## src/common/mem_pkg.sv

```systemverilog
// Widths assume a 64-bit word-aligned SRAM; address bits below WORD_LSB are ignored everywhere
`default_nettype none

package mem_pkg;

  // ------------------------------------------------
  // Bus widths
  // ------------------------------------------------
  localparam int DATA_W = 64;
  localparam int ADDR_W = 32;
  localparam int STRB_W = DATA_W / 8;

  typedef logic [DATA_W-1:0] data_t;
  typedef logic [ADDR_W-1:0] addr_t;
  typedef logic [STRB_W-1:0] strb_t;

  // ------------------------------------------------
  // SRAM geometry
  // ------------------------------------------------
  localparam int MEM_WORDS  = 1024;
  localparam int WORD_IDX_W = $clog2(MEM_WORDS);
  // Byte offset bits inside one word
  localparam int WORD_LSB   = $clog2(STRB_W);

  // First byte address past the end of the SRAM
  localparam addr_t MEM_BYTES = addr_t'(MEM_WORDS * STRB_W);

  typedef logic [WORD_IDX_W-1:0] word_idx_t;

  // AXI-lite response codes
  typedef logic [1:0] resp_t;

  localparam resp_t RESP_OKAY   = 2'b00;
  localparam resp_t RESP_SLVERR = 2'b10;

  // ------------------------------------------------
  // FSM encodings
  // ------------------------------------------------
  typedef enum logic [1:0] {
    ARB_IDLE,
    ARB_READ,
    ARB_WRITE
  } arb_state_t;

  typedef enum logic {
    RD_IDLE,
    RD_DATA
  } rd_state_t;

  typedef enum logic [1:0] {
    WR_IDLE,
    WR_DATA,
    WR_RESP
  } wr_state_t;

endpackage

`default_nettype wire

```

## src/common/axil_if.sv

```systemverilog
// AXI-lite without prot, single outstanding transaction per channel pair, no IDs or bursts
`default_nettype none

interface axil_if import mem_pkg::*; ();

  // Write address channel
  logic  awvalid;
  logic  awready;
  addr_t awaddr;

  // Write data channel
  logic  wvalid;
  logic  wready;
  data_t wdata;
  strb_t wstrb;

  // Write response channel
  logic  bvalid;
  logic  bready;
  resp_t bresp;

  // Read address channel
  logic  arvalid;
  logic  arready;
  addr_t araddr;

  // Read data channel
  logic  rvalid;
  logic  rready;
  data_t rdata;
  resp_t rresp;

  modport mgr (
    output awvalid, awaddr, wvalid, wdata, wstrb, bready,
    output arvalid, araddr, rready,
    input  awready, wready, bvalid, bresp,
    input  arready, rvalid, rdata, rresp
  );

  modport sub (
    input  awvalid, awaddr, wvalid, wdata, wstrb, bready,
    input  arvalid, araddr, rready,
    output awready, wready, bvalid, bresp,
    output arready, rvalid, rdata, rresp
  );

endinterface

`default_nettype wire

```

## src/axil_arbiter/axil_arbiter.sv

```systemverilog
// Grants one whole read or write at a time; round-robin on contention, read before write per manager
`default_nettype none

module axil_arbiter import mem_pkg::*; (
  input  logic i_aclk,
  input  logic i_rst,
  axil_if.sub  i_m0,
  axil_if.sub  i_m1,
  axil_if.mgr  o_s
);

  arb_state_t state_q;
  arb_state_t state_d;
  logic       gnt_q;    // manager that owns the bus
  logic       gnt_d;
  logic       last_q;   // manager that finished last

  logic req_m0;
  logic req_m1;
  logic win_rd;
  logic sel_rd;
  logic sel_wr;
  logic r_fire;
  logic b_fire;

  // Per-manager channel enables
  logic m0_rd;
  logic m0_wr;
  logic m1_rd;
  logic m1_wr;

  assign req_m0 = i_m0.arvalid | i_m0.awvalid;
  assign req_m1 = i_m1.arvalid | i_m1.awvalid;

  assign r_fire = o_s.rvalid & o_s.rready;
  assign b_fire = o_s.bvalid & o_s.bready;

  // ------------------------------------------------
  // Grant FSM
  // ------------------------------------------------
  always_comb begin
    state_d = state_q;
    gnt_d   = gnt_q;
    win_rd  = 1'b0;
    case (state_q)
      ARB_IDLE: begin
        if (req_m0 && req_m1) begin
          gnt_d = ~last_q;
        end else begin
          gnt_d = req_m1;
        end
        // Reads of the winner go first
        win_rd = gnt_d ? i_m1.arvalid : i_m0.arvalid;
        if (req_m0 || req_m1) begin
          state_d = win_rd ? ARB_READ : ARB_WRITE;
        end
      end
      ARB_READ: begin
        if (r_fire) begin
          state_d = ARB_IDLE;
        end
      end
      ARB_WRITE: begin
        if (b_fire) begin
          state_d = ARB_IDLE;
        end
      end
      default: state_d = ARB_IDLE;
    endcase
  end

  always_ff @(posedge i_aclk) begin
    if (i_rst) begin
      state_q <= ARB_IDLE;
      gnt_q   <= 1'b0;
      last_q  <= 1'b1;
    end else begin
      state_q <= state_d;
      gnt_q   <= gnt_d;
      if (state_q != ARB_IDLE && state_d == ARB_IDLE) begin
        last_q <= gnt_q;
      end
    end
  end

  // ------------------------------------------------
  // Channel muxing
  // ------------------------------------------------
  assign sel_rd = (state_q == ARB_READ);
  assign sel_wr = (state_q == ARB_WRITE);

  assign m0_rd = sel_rd & ~gnt_q;
  assign m0_wr = sel_wr & ~gnt_q;
  assign m1_rd = sel_rd & gnt_q;
  assign m1_wr = sel_wr & gnt_q;

  // Only the active direction reaches the SRAM
  assign o_s.arvalid = sel_rd & (gnt_q ? i_m1.arvalid : i_m0.arvalid);
  assign o_s.araddr  = gnt_q ? i_m1.araddr : i_m0.araddr;
  assign o_s.rready  = sel_rd & (gnt_q ? i_m1.rready : i_m0.rready);
  assign o_s.awvalid = sel_wr & (gnt_q ? i_m1.awvalid : i_m0.awvalid);
  assign o_s.awaddr  = gnt_q ? i_m1.awaddr : i_m0.awaddr;
  assign o_s.wvalid  = sel_wr & (gnt_q ? i_m1.wvalid : i_m0.wvalid);
  assign o_s.wdata   = gnt_q ? i_m1.wdata : i_m0.wdata;
  assign o_s.wstrb   = gnt_q ? i_m1.wstrb : i_m0.wstrb;
  assign o_s.bready  = sel_wr & (gnt_q ? i_m1.bready : i_m0.bready);

  // Manager 0 return path
  assign i_m0.arready = m0_rd & o_s.arready;
  assign i_m0.rvalid  = m0_rd & o_s.rvalid;
  assign i_m0.rdata   = o_s.rdata;
  assign i_m0.rresp   = o_s.rresp;
  assign i_m0.awready = m0_wr & o_s.awready;
  assign i_m0.wready  = m0_wr & o_s.wready;
  assign i_m0.bvalid  = m0_wr & o_s.bvalid;
  assign i_m0.bresp   = o_s.bresp;

  // Manager 1 return path
  assign i_m1.arready = m1_rd & o_s.arready;
  assign i_m1.rvalid  = m1_rd & o_s.rvalid;
  assign i_m1.rdata   = o_s.rdata;
  assign i_m1.rresp   = o_s.rresp;
  assign i_m1.awready = m1_wr & o_s.awready;
  assign i_m1.wready  = m1_wr & o_s.wready;
  assign i_m1.bvalid  = m1_wr & o_s.bvalid;
  assign i_m1.bresp   = o_s.bresp;

  // ------------------------------------------------
  // Checks
  // ------------------------------------------------
  // A blocked manager never gets a handshake
  a_blocked_ready: assert property (@(posedge i_aclk) disable iff (i_rst)
    !((!(m0_rd | m0_wr) && (i_m0.arready | i_m0.awready | i_m0.wready)) ||
      (!(m1_rd | m1_wr) && (i_m1.arready | i_m1.awready | i_m1.wready))));

  // Read and write never share the SRAM bus
  a_one_dir: assert property (@(posedge i_aclk) disable iff (i_rst)
    !((o_s.arvalid | o_s.rready) && (o_s.awvalid | o_s.wvalid | o_s.bready)));

endmodule

`default_nettype wire

```

## src/flat_wrapper.sv

```systemverilog
// flat-port wrapper written by rule: the top's interface ports become plain ports
module axil_arbiter_flat import mem_pkg::*;
  (i_aclk, i_rst, i_m0_awvalid, i_m0_awaddr, i_m0_wvalid, i_m0_wdata, i_m0_wstrb, i_m0_bready, i_m0_arvalid, i_m0_araddr, i_m0_rready, i_m0_awready, i_m0_wready, i_m0_bvalid, i_m0_bresp, i_m0_arready, i_m0_rvalid, i_m0_rdata, i_m0_rresp, i_m1_awvalid, i_m1_awaddr, i_m1_wvalid, i_m1_wdata, i_m1_wstrb, i_m1_bready, i_m1_arvalid, i_m1_araddr, i_m1_rready, i_m1_awready, i_m1_wready, i_m1_bvalid, i_m1_bresp, i_m1_arready, i_m1_rvalid, i_m1_rdata, i_m1_rresp, o_s_awvalid, o_s_awaddr, o_s_wvalid, o_s_wdata, o_s_wstrb, o_s_bready, o_s_arvalid, o_s_araddr, o_s_rready, o_s_awready, o_s_wready, o_s_bvalid, o_s_bresp, o_s_arready, o_s_rvalid, o_s_rdata, o_s_rresp);
  axil_if i_m0_i ();
  axil_if i_m1_i ();
  axil_if o_s_i ();
  input  logic i_aclk;
  input  logic i_rst;
  input wire logic [$bits(i_m0_i.awvalid)-1:0] i_m0_awvalid;
  input wire logic [$bits(i_m0_i.awaddr)-1:0] i_m0_awaddr;
  input wire logic [$bits(i_m0_i.wvalid)-1:0] i_m0_wvalid;
  input wire logic [$bits(i_m0_i.wdata)-1:0] i_m0_wdata;
  input wire logic [$bits(i_m0_i.wstrb)-1:0] i_m0_wstrb;
  input wire logic [$bits(i_m0_i.bready)-1:0] i_m0_bready;
  input wire logic [$bits(i_m0_i.arvalid)-1:0] i_m0_arvalid;
  input wire logic [$bits(i_m0_i.araddr)-1:0] i_m0_araddr;
  input wire logic [$bits(i_m0_i.rready)-1:0] i_m0_rready;
  output wire logic [$bits(i_m0_i.awready)-1:0] i_m0_awready;
  output wire logic [$bits(i_m0_i.wready)-1:0] i_m0_wready;
  output wire logic [$bits(i_m0_i.bvalid)-1:0] i_m0_bvalid;
  output wire logic [$bits(i_m0_i.bresp)-1:0] i_m0_bresp;
  output wire logic [$bits(i_m0_i.arready)-1:0] i_m0_arready;
  output wire logic [$bits(i_m0_i.rvalid)-1:0] i_m0_rvalid;
  output wire logic [$bits(i_m0_i.rdata)-1:0] i_m0_rdata;
  output wire logic [$bits(i_m0_i.rresp)-1:0] i_m0_rresp;
  input wire logic [$bits(i_m1_i.awvalid)-1:0] i_m1_awvalid;
  input wire logic [$bits(i_m1_i.awaddr)-1:0] i_m1_awaddr;
  input wire logic [$bits(i_m1_i.wvalid)-1:0] i_m1_wvalid;
  input wire logic [$bits(i_m1_i.wdata)-1:0] i_m1_wdata;
  input wire logic [$bits(i_m1_i.wstrb)-1:0] i_m1_wstrb;
  input wire logic [$bits(i_m1_i.bready)-1:0] i_m1_bready;
  input wire logic [$bits(i_m1_i.arvalid)-1:0] i_m1_arvalid;
  input wire logic [$bits(i_m1_i.araddr)-1:0] i_m1_araddr;
  input wire logic [$bits(i_m1_i.rready)-1:0] i_m1_rready;
  output wire logic [$bits(i_m1_i.awready)-1:0] i_m1_awready;
  output wire logic [$bits(i_m1_i.wready)-1:0] i_m1_wready;
  output wire logic [$bits(i_m1_i.bvalid)-1:0] i_m1_bvalid;
  output wire logic [$bits(i_m1_i.bresp)-1:0] i_m1_bresp;
  output wire logic [$bits(i_m1_i.arready)-1:0] i_m1_arready;
  output wire logic [$bits(i_m1_i.rvalid)-1:0] i_m1_rvalid;
  output wire logic [$bits(i_m1_i.rdata)-1:0] i_m1_rdata;
  output wire logic [$bits(i_m1_i.rresp)-1:0] i_m1_rresp;
  output wire logic [$bits(o_s_i.awvalid)-1:0] o_s_awvalid;
  output wire logic [$bits(o_s_i.awaddr)-1:0] o_s_awaddr;
  output wire logic [$bits(o_s_i.wvalid)-1:0] o_s_wvalid;
  output wire logic [$bits(o_s_i.wdata)-1:0] o_s_wdata;
  output wire logic [$bits(o_s_i.wstrb)-1:0] o_s_wstrb;
  output wire logic [$bits(o_s_i.bready)-1:0] o_s_bready;
  output wire logic [$bits(o_s_i.arvalid)-1:0] o_s_arvalid;
  output wire logic [$bits(o_s_i.araddr)-1:0] o_s_araddr;
  output wire logic [$bits(o_s_i.rready)-1:0] o_s_rready;
  input wire logic [$bits(o_s_i.awready)-1:0] o_s_awready;
  input wire logic [$bits(o_s_i.wready)-1:0] o_s_wready;
  input wire logic [$bits(o_s_i.bvalid)-1:0] o_s_bvalid;
  input wire logic [$bits(o_s_i.bresp)-1:0] o_s_bresp;
  input wire logic [$bits(o_s_i.arready)-1:0] o_s_arready;
  input wire logic [$bits(o_s_i.rvalid)-1:0] o_s_rvalid;
  input wire logic [$bits(o_s_i.rdata)-1:0] o_s_rdata;
  input wire logic [$bits(o_s_i.rresp)-1:0] o_s_rresp;
  assign i_m0_i.awvalid = i_m0_awvalid;
  assign i_m0_i.awaddr = i_m0_awaddr;
  assign i_m0_i.wvalid = i_m0_wvalid;
  assign i_m0_i.wdata = i_m0_wdata;
  assign i_m0_i.wstrb = i_m0_wstrb;
  assign i_m0_i.bready = i_m0_bready;
  assign i_m0_i.arvalid = i_m0_arvalid;
  assign i_m0_i.araddr = i_m0_araddr;
  assign i_m0_i.rready = i_m0_rready;
  assign i_m0_awready = i_m0_i.awready;
  assign i_m0_wready = i_m0_i.wready;
  assign i_m0_bvalid = i_m0_i.bvalid;
  assign i_m0_bresp = i_m0_i.bresp;
  assign i_m0_arready = i_m0_i.arready;
  assign i_m0_rvalid = i_m0_i.rvalid;
  assign i_m0_rdata = i_m0_i.rdata;
  assign i_m0_rresp = i_m0_i.rresp;
  assign i_m1_i.awvalid = i_m1_awvalid;
  assign i_m1_i.awaddr = i_m1_awaddr;
  assign i_m1_i.wvalid = i_m1_wvalid;
  assign i_m1_i.wdata = i_m1_wdata;
  assign i_m1_i.wstrb = i_m1_wstrb;
  assign i_m1_i.bready = i_m1_bready;
  assign i_m1_i.arvalid = i_m1_arvalid;
  assign i_m1_i.araddr = i_m1_araddr;
  assign i_m1_i.rready = i_m1_rready;
  assign i_m1_awready = i_m1_i.awready;
  assign i_m1_wready = i_m1_i.wready;
  assign i_m1_bvalid = i_m1_i.bvalid;
  assign i_m1_bresp = i_m1_i.bresp;
  assign i_m1_arready = i_m1_i.arready;
  assign i_m1_rvalid = i_m1_i.rvalid;
  assign i_m1_rdata = i_m1_i.rdata;
  assign i_m1_rresp = i_m1_i.rresp;
  assign o_s_awvalid = o_s_i.awvalid;
  assign o_s_awaddr = o_s_i.awaddr;
  assign o_s_wvalid = o_s_i.wvalid;
  assign o_s_wdata = o_s_i.wdata;
  assign o_s_wstrb = o_s_i.wstrb;
  assign o_s_bready = o_s_i.bready;
  assign o_s_arvalid = o_s_i.arvalid;
  assign o_s_araddr = o_s_i.araddr;
  assign o_s_rready = o_s_i.rready;
  assign o_s_i.awready = o_s_awready;
  assign o_s_i.wready = o_s_wready;
  assign o_s_i.bvalid = o_s_bvalid;
  assign o_s_i.bresp = o_s_bresp;
  assign o_s_i.arready = o_s_arready;
  assign o_s_i.rvalid = o_s_rvalid;
  assign o_s_i.rdata = o_s_rdata;
  assign o_s_i.rresp = o_s_rresp;
  axil_arbiter u_core (.i_aclk(i_aclk), .i_rst(i_rst), .i_m0(i_m0_i), .i_m1(i_m1_i), .o_s(o_s_i));
endmodule
```

## config.mk

```make
export PLATFORM = sky130hd
export DESIGN_NAME = axil_arbiter_flat
export DESIGN_NICKNAME = d
export VERILOG_FILES = /design/src/common/mem_pkg.sv /design/src/common/axil_if.sv /design/src/axil_arbiter/axil_arbiter.sv /design/src/flat_wrapper.sv
export SDC_FILE = /design/constraint.sdc
export NUM_CORES = 1
export LEC_CHECK = 0
export BUFFER_PORTS_ARGS = -buffer_cell sky130_fd_sc_hd__buf_2
export CORE_AREA = 3 3 248 250
export DETAILED_ROUTE_END_ITERATION = 12
export DIE_AREA = 0 0 251 253
export PLACE_DENSITY = 0.39
export SYNTH_ARGS = -nofsm -noshare
export SYNTH_HDL_FRONTEND = slang
export SYNTH_SLANG_ARGS = --single-unit
```

## constraint.sdc

```tcl
create_clock -name i_aclk -period 1.15 [get_ports i_aclk]
set_input_delay 0.23 -clock i_aclk [delete_from_list [all_inputs] [get_ports i_aclk]]
set_output_delay 0.23 -clock i_aclk [all_outputs]
set_load 0.01 [all_outputs]
```

==> reports/metrics.yaml <==
outcome: "finished with violations"
violations: "setup timing"
r2r_start: "u_core.gnt_q$_SDFFE_PP0N_"
finalCritPeriodShare_pct: 150.0
die_h_um: 253
hold_depth: 2
met2_length_um: 15990
combPwrFrac_pct: 81.7
crit_required_ps: 920
power.internal_uw: 2354
grt_max_degree: 37
timing_worst_setup_path_type: "register to output port"
syn-instance-count: 348
drcViolationCount: 0
hp-class: "primary input to register"
hold_ws_ps: 252.7
gp_congestion: 0.7467
clk_path_buf_depth: 2
r2r_cells: 5
power_leakage_uw: 0.002938
skew_ps: 2.221
p_sw_uw: 1684
crit_path_end_kind: "output port"
cp.arrival_ps: 1500
rsz0062_at_grt: "true"
fp.coreArea_um2: 59240
wl_met1_um: 12850
drv_slew: 0
hold_viol: 0
crit_fanout: 14
vdd_drop_max_v: 0.0003020
finalSetupViolCount: 154
track_usage_pct: 9.736
drtIter0Drc: 136
finalNetCount: 1025
cts.sinks: 4
fp.dieW_um: 251
syn_nets: 705
numCtsBuffers: 3
wl_met3_um: 4678
synth.avg_cell_area_um2: 8.956
setup_tns_ps: -74700
pin_count: 644
max_freq_mhz: 579.6
grt_pass1_vias: 4187
drt-total-wl_um: 33780
post-place-cells: 1429
cp-start-kind: "register"
routedWlPerCell_um: 23.38
ant_nets: 0
tritoncts: "done"
grt_overflow_total: 0
min_period_ps: 1725
clk_latency_ps: 230
vias: 3919
reg2reg_setup_slack_ps: -320
reg2reg_to: "u_core.state_q[1]$_SDFF_PP0_"
p_sw_share_pct: 41.70
tightest_slew_ps: 274.8
grt_pass1_wl_um: 40240
synth-seq-cells: 4
avgViaCountPerCell: 2.712
setup_ws_ps: -575.5
clock-root-buffer: "clkbuf_16"
htree_levels: 1
ys_warn_count: 0
portBuffers: 439
yosys.cell_types.count: 27
holdCritStartpoint: "i_rst"
drive_above_1_share_pct: 93.25
syn-cell-area_um2: 3117
dp_slack_ps: -470.6
maxCapViolCount: 0
syn2layout_area_growth_pct: 99.72
grt_antenna_before_repair: 14
instances_no_fill: 1445
path_clk_slew_ps: 30
multi_input_area_um2: 2117
holdBufCountCts: 0
initial_core_util_pct: 5.261
fill_cells: 6863
hpwl_um: 30960
powerDensity_nw_per_um2: 648.8
core.rowCount: 89
seq_power_share_pct: 4.4
power.share.clock_pct: 13.9
seq_area_um2: 85.08
top_layer: "met5"
slew_headroom_pct: 81.68
die_area_um2: 63500
hold-path-endpoint: "u_core.state_q[0]$_SDFF_PP0_"
seq_area_frac_synth_pct: 2.569
drt_first_pass_iters: 4
==> power groups by stage <==
stage / clock [uW] / sequential, uW / combinational, uW
final: 560 / 179 / 3300
after global routing: 586 / 184 / 3560
after CTS: 568 / 180 / 3260
after detailed placement: 0 / 180 / 2910
after global placement: 0 / 180 / 2900
after floorplan: 0 / 167 / 1780
==> cells in the mapped netlist (all sizes together) <==
| cell type | count | area, um^2 |
|---|---|---|
| a31oi | 1 | 6.260 |
| o211ai | 3 | 22.52 |
| nand2 | 8 | 30.03 |
| dfxtp | 4 | 80.08 |
| a21boi | 1 | 7.510 |
| o22ai | 1 | 6.260 |
| nor2 | 12 | 45.04 |
| nor3b | 3 | 22.52 |
| nand2b | 3 | 18.77 |
| o21bai | 1 | 7.510 |
| mux2 | 136 | 1531 |
| or2 | 1 | 6.260 |
| o21ai | 2 | 10.01 |
| a21o | 1 | 7.510 |
| buf | 155 | 1167 |
| mux2i | 5 | 66.31 |
| nor3 | 2 | 10.01 |
| a2111oi | 2 | 30.03 |
| and4 | 1 | 8.760 |
| a21oi | 3 | 15.01 |
| and4b | 1 | 10.01 |
| inv | 2 | 7.510 |
==> area by class of cell <==
class	instances	share of cell area, %
Timing Repair Buffer	470	47.50
Multi-Input combinational cell	187	34.01
Tap cell	773	15.54
Sequential cell	4	1.367
Clock buffer	4	1.266
Antenna cell	5	0.2010
Inverter	2	0.1206
==> sequential cells by signal (all words and copies together) (netlist names) <==
name	cells
u_core.state_q	2
u_core.gnt_q	1
u_core.last_q	1
==> timing repair <==
action,in CTS,in global routing
buffers inserted,0,2
gates cloned,1,4
gates resized for setup,102,29
pin swaps,0,2
setup endpoints to repair,154,154
==> per-layer routing <==
metal / global-route usage, % / vias to the layer above
met5: 0 / -
li1: - / 1719
met2: 16.84 / 514
met1: 10.83 / 1650
met4: 0.9282 / 10
met3: 5.464 / 26
==> stage by stage <==
stage / instance area [um^2] / total power (uW) / utilization (%)
after global routing: 6215 / 4326 / 10.49
after detailed placement: 5445 / 3086 / 9.192
after CTS: 5967 / 4006 / 10.07
after floorplan: 3291 / 1947 / -
after global placement: 5445 / 3080 / 9.192
final: 6225 / 4038 / 10.51
==> critical path, cell delays in order (launching register included) <==
cell     delay [ps]
dfxtp_4         350
buf_12          170
buf_16          190
mux2_2          350
buf_2           160
==> cell families (layout without fill, tap and decap cells) <==
logic type | count (synthesis) | count (layout) | synth area share, %
DFF | 4 | 4 | 2.569
and+or+nand+nor | 31 | 31 | 4.858
muxes | 141 | 141 | 51.26
buffers and inverters | 157 | 476 | 37.70
other | 0 | 5 | 0
AOI/OAI and AO/OA | 15 | 15 | 3.613
==> layout by cell type, fill, tap and decap left out, types with 4 or more instances in the layout <==
cell type	n
buf_16	4
buf_2	382
buf_4	23
buf_6	53
clkbuf_16	6
diode_2	5
mux2_2	83
mux2_4	53
nand2_1	7
nor2_1	12
==> worst max path at each step <==
stage | slack, ps | to | from
3_5_place_dp | -470 | o_s_wdata[15] | u_core.gnt_q$_SDFFE_PP0N_
6_report | -580 | o_s_awaddr[29] | u_core.gnt_q$_SDFFE_PP0N_
4_1_cts | -610 | o_s_wdata[57] | u_core.gnt_q$_SDFFE_PP0N_
3_3_place_gp | -460 | o_s_wdata[15] | u_core.gnt_q$_SDFFE_PP0N_
5_1_grt | -620 | o_s_awaddr[29] | u_core.gnt_q$_SDFFE_PP0N_
2_1_floorplan | -140 | o_s_araddr[11] | u_core.gnt_q$_SDFFE_PP0N_
(Power assumes the default switching activity.)
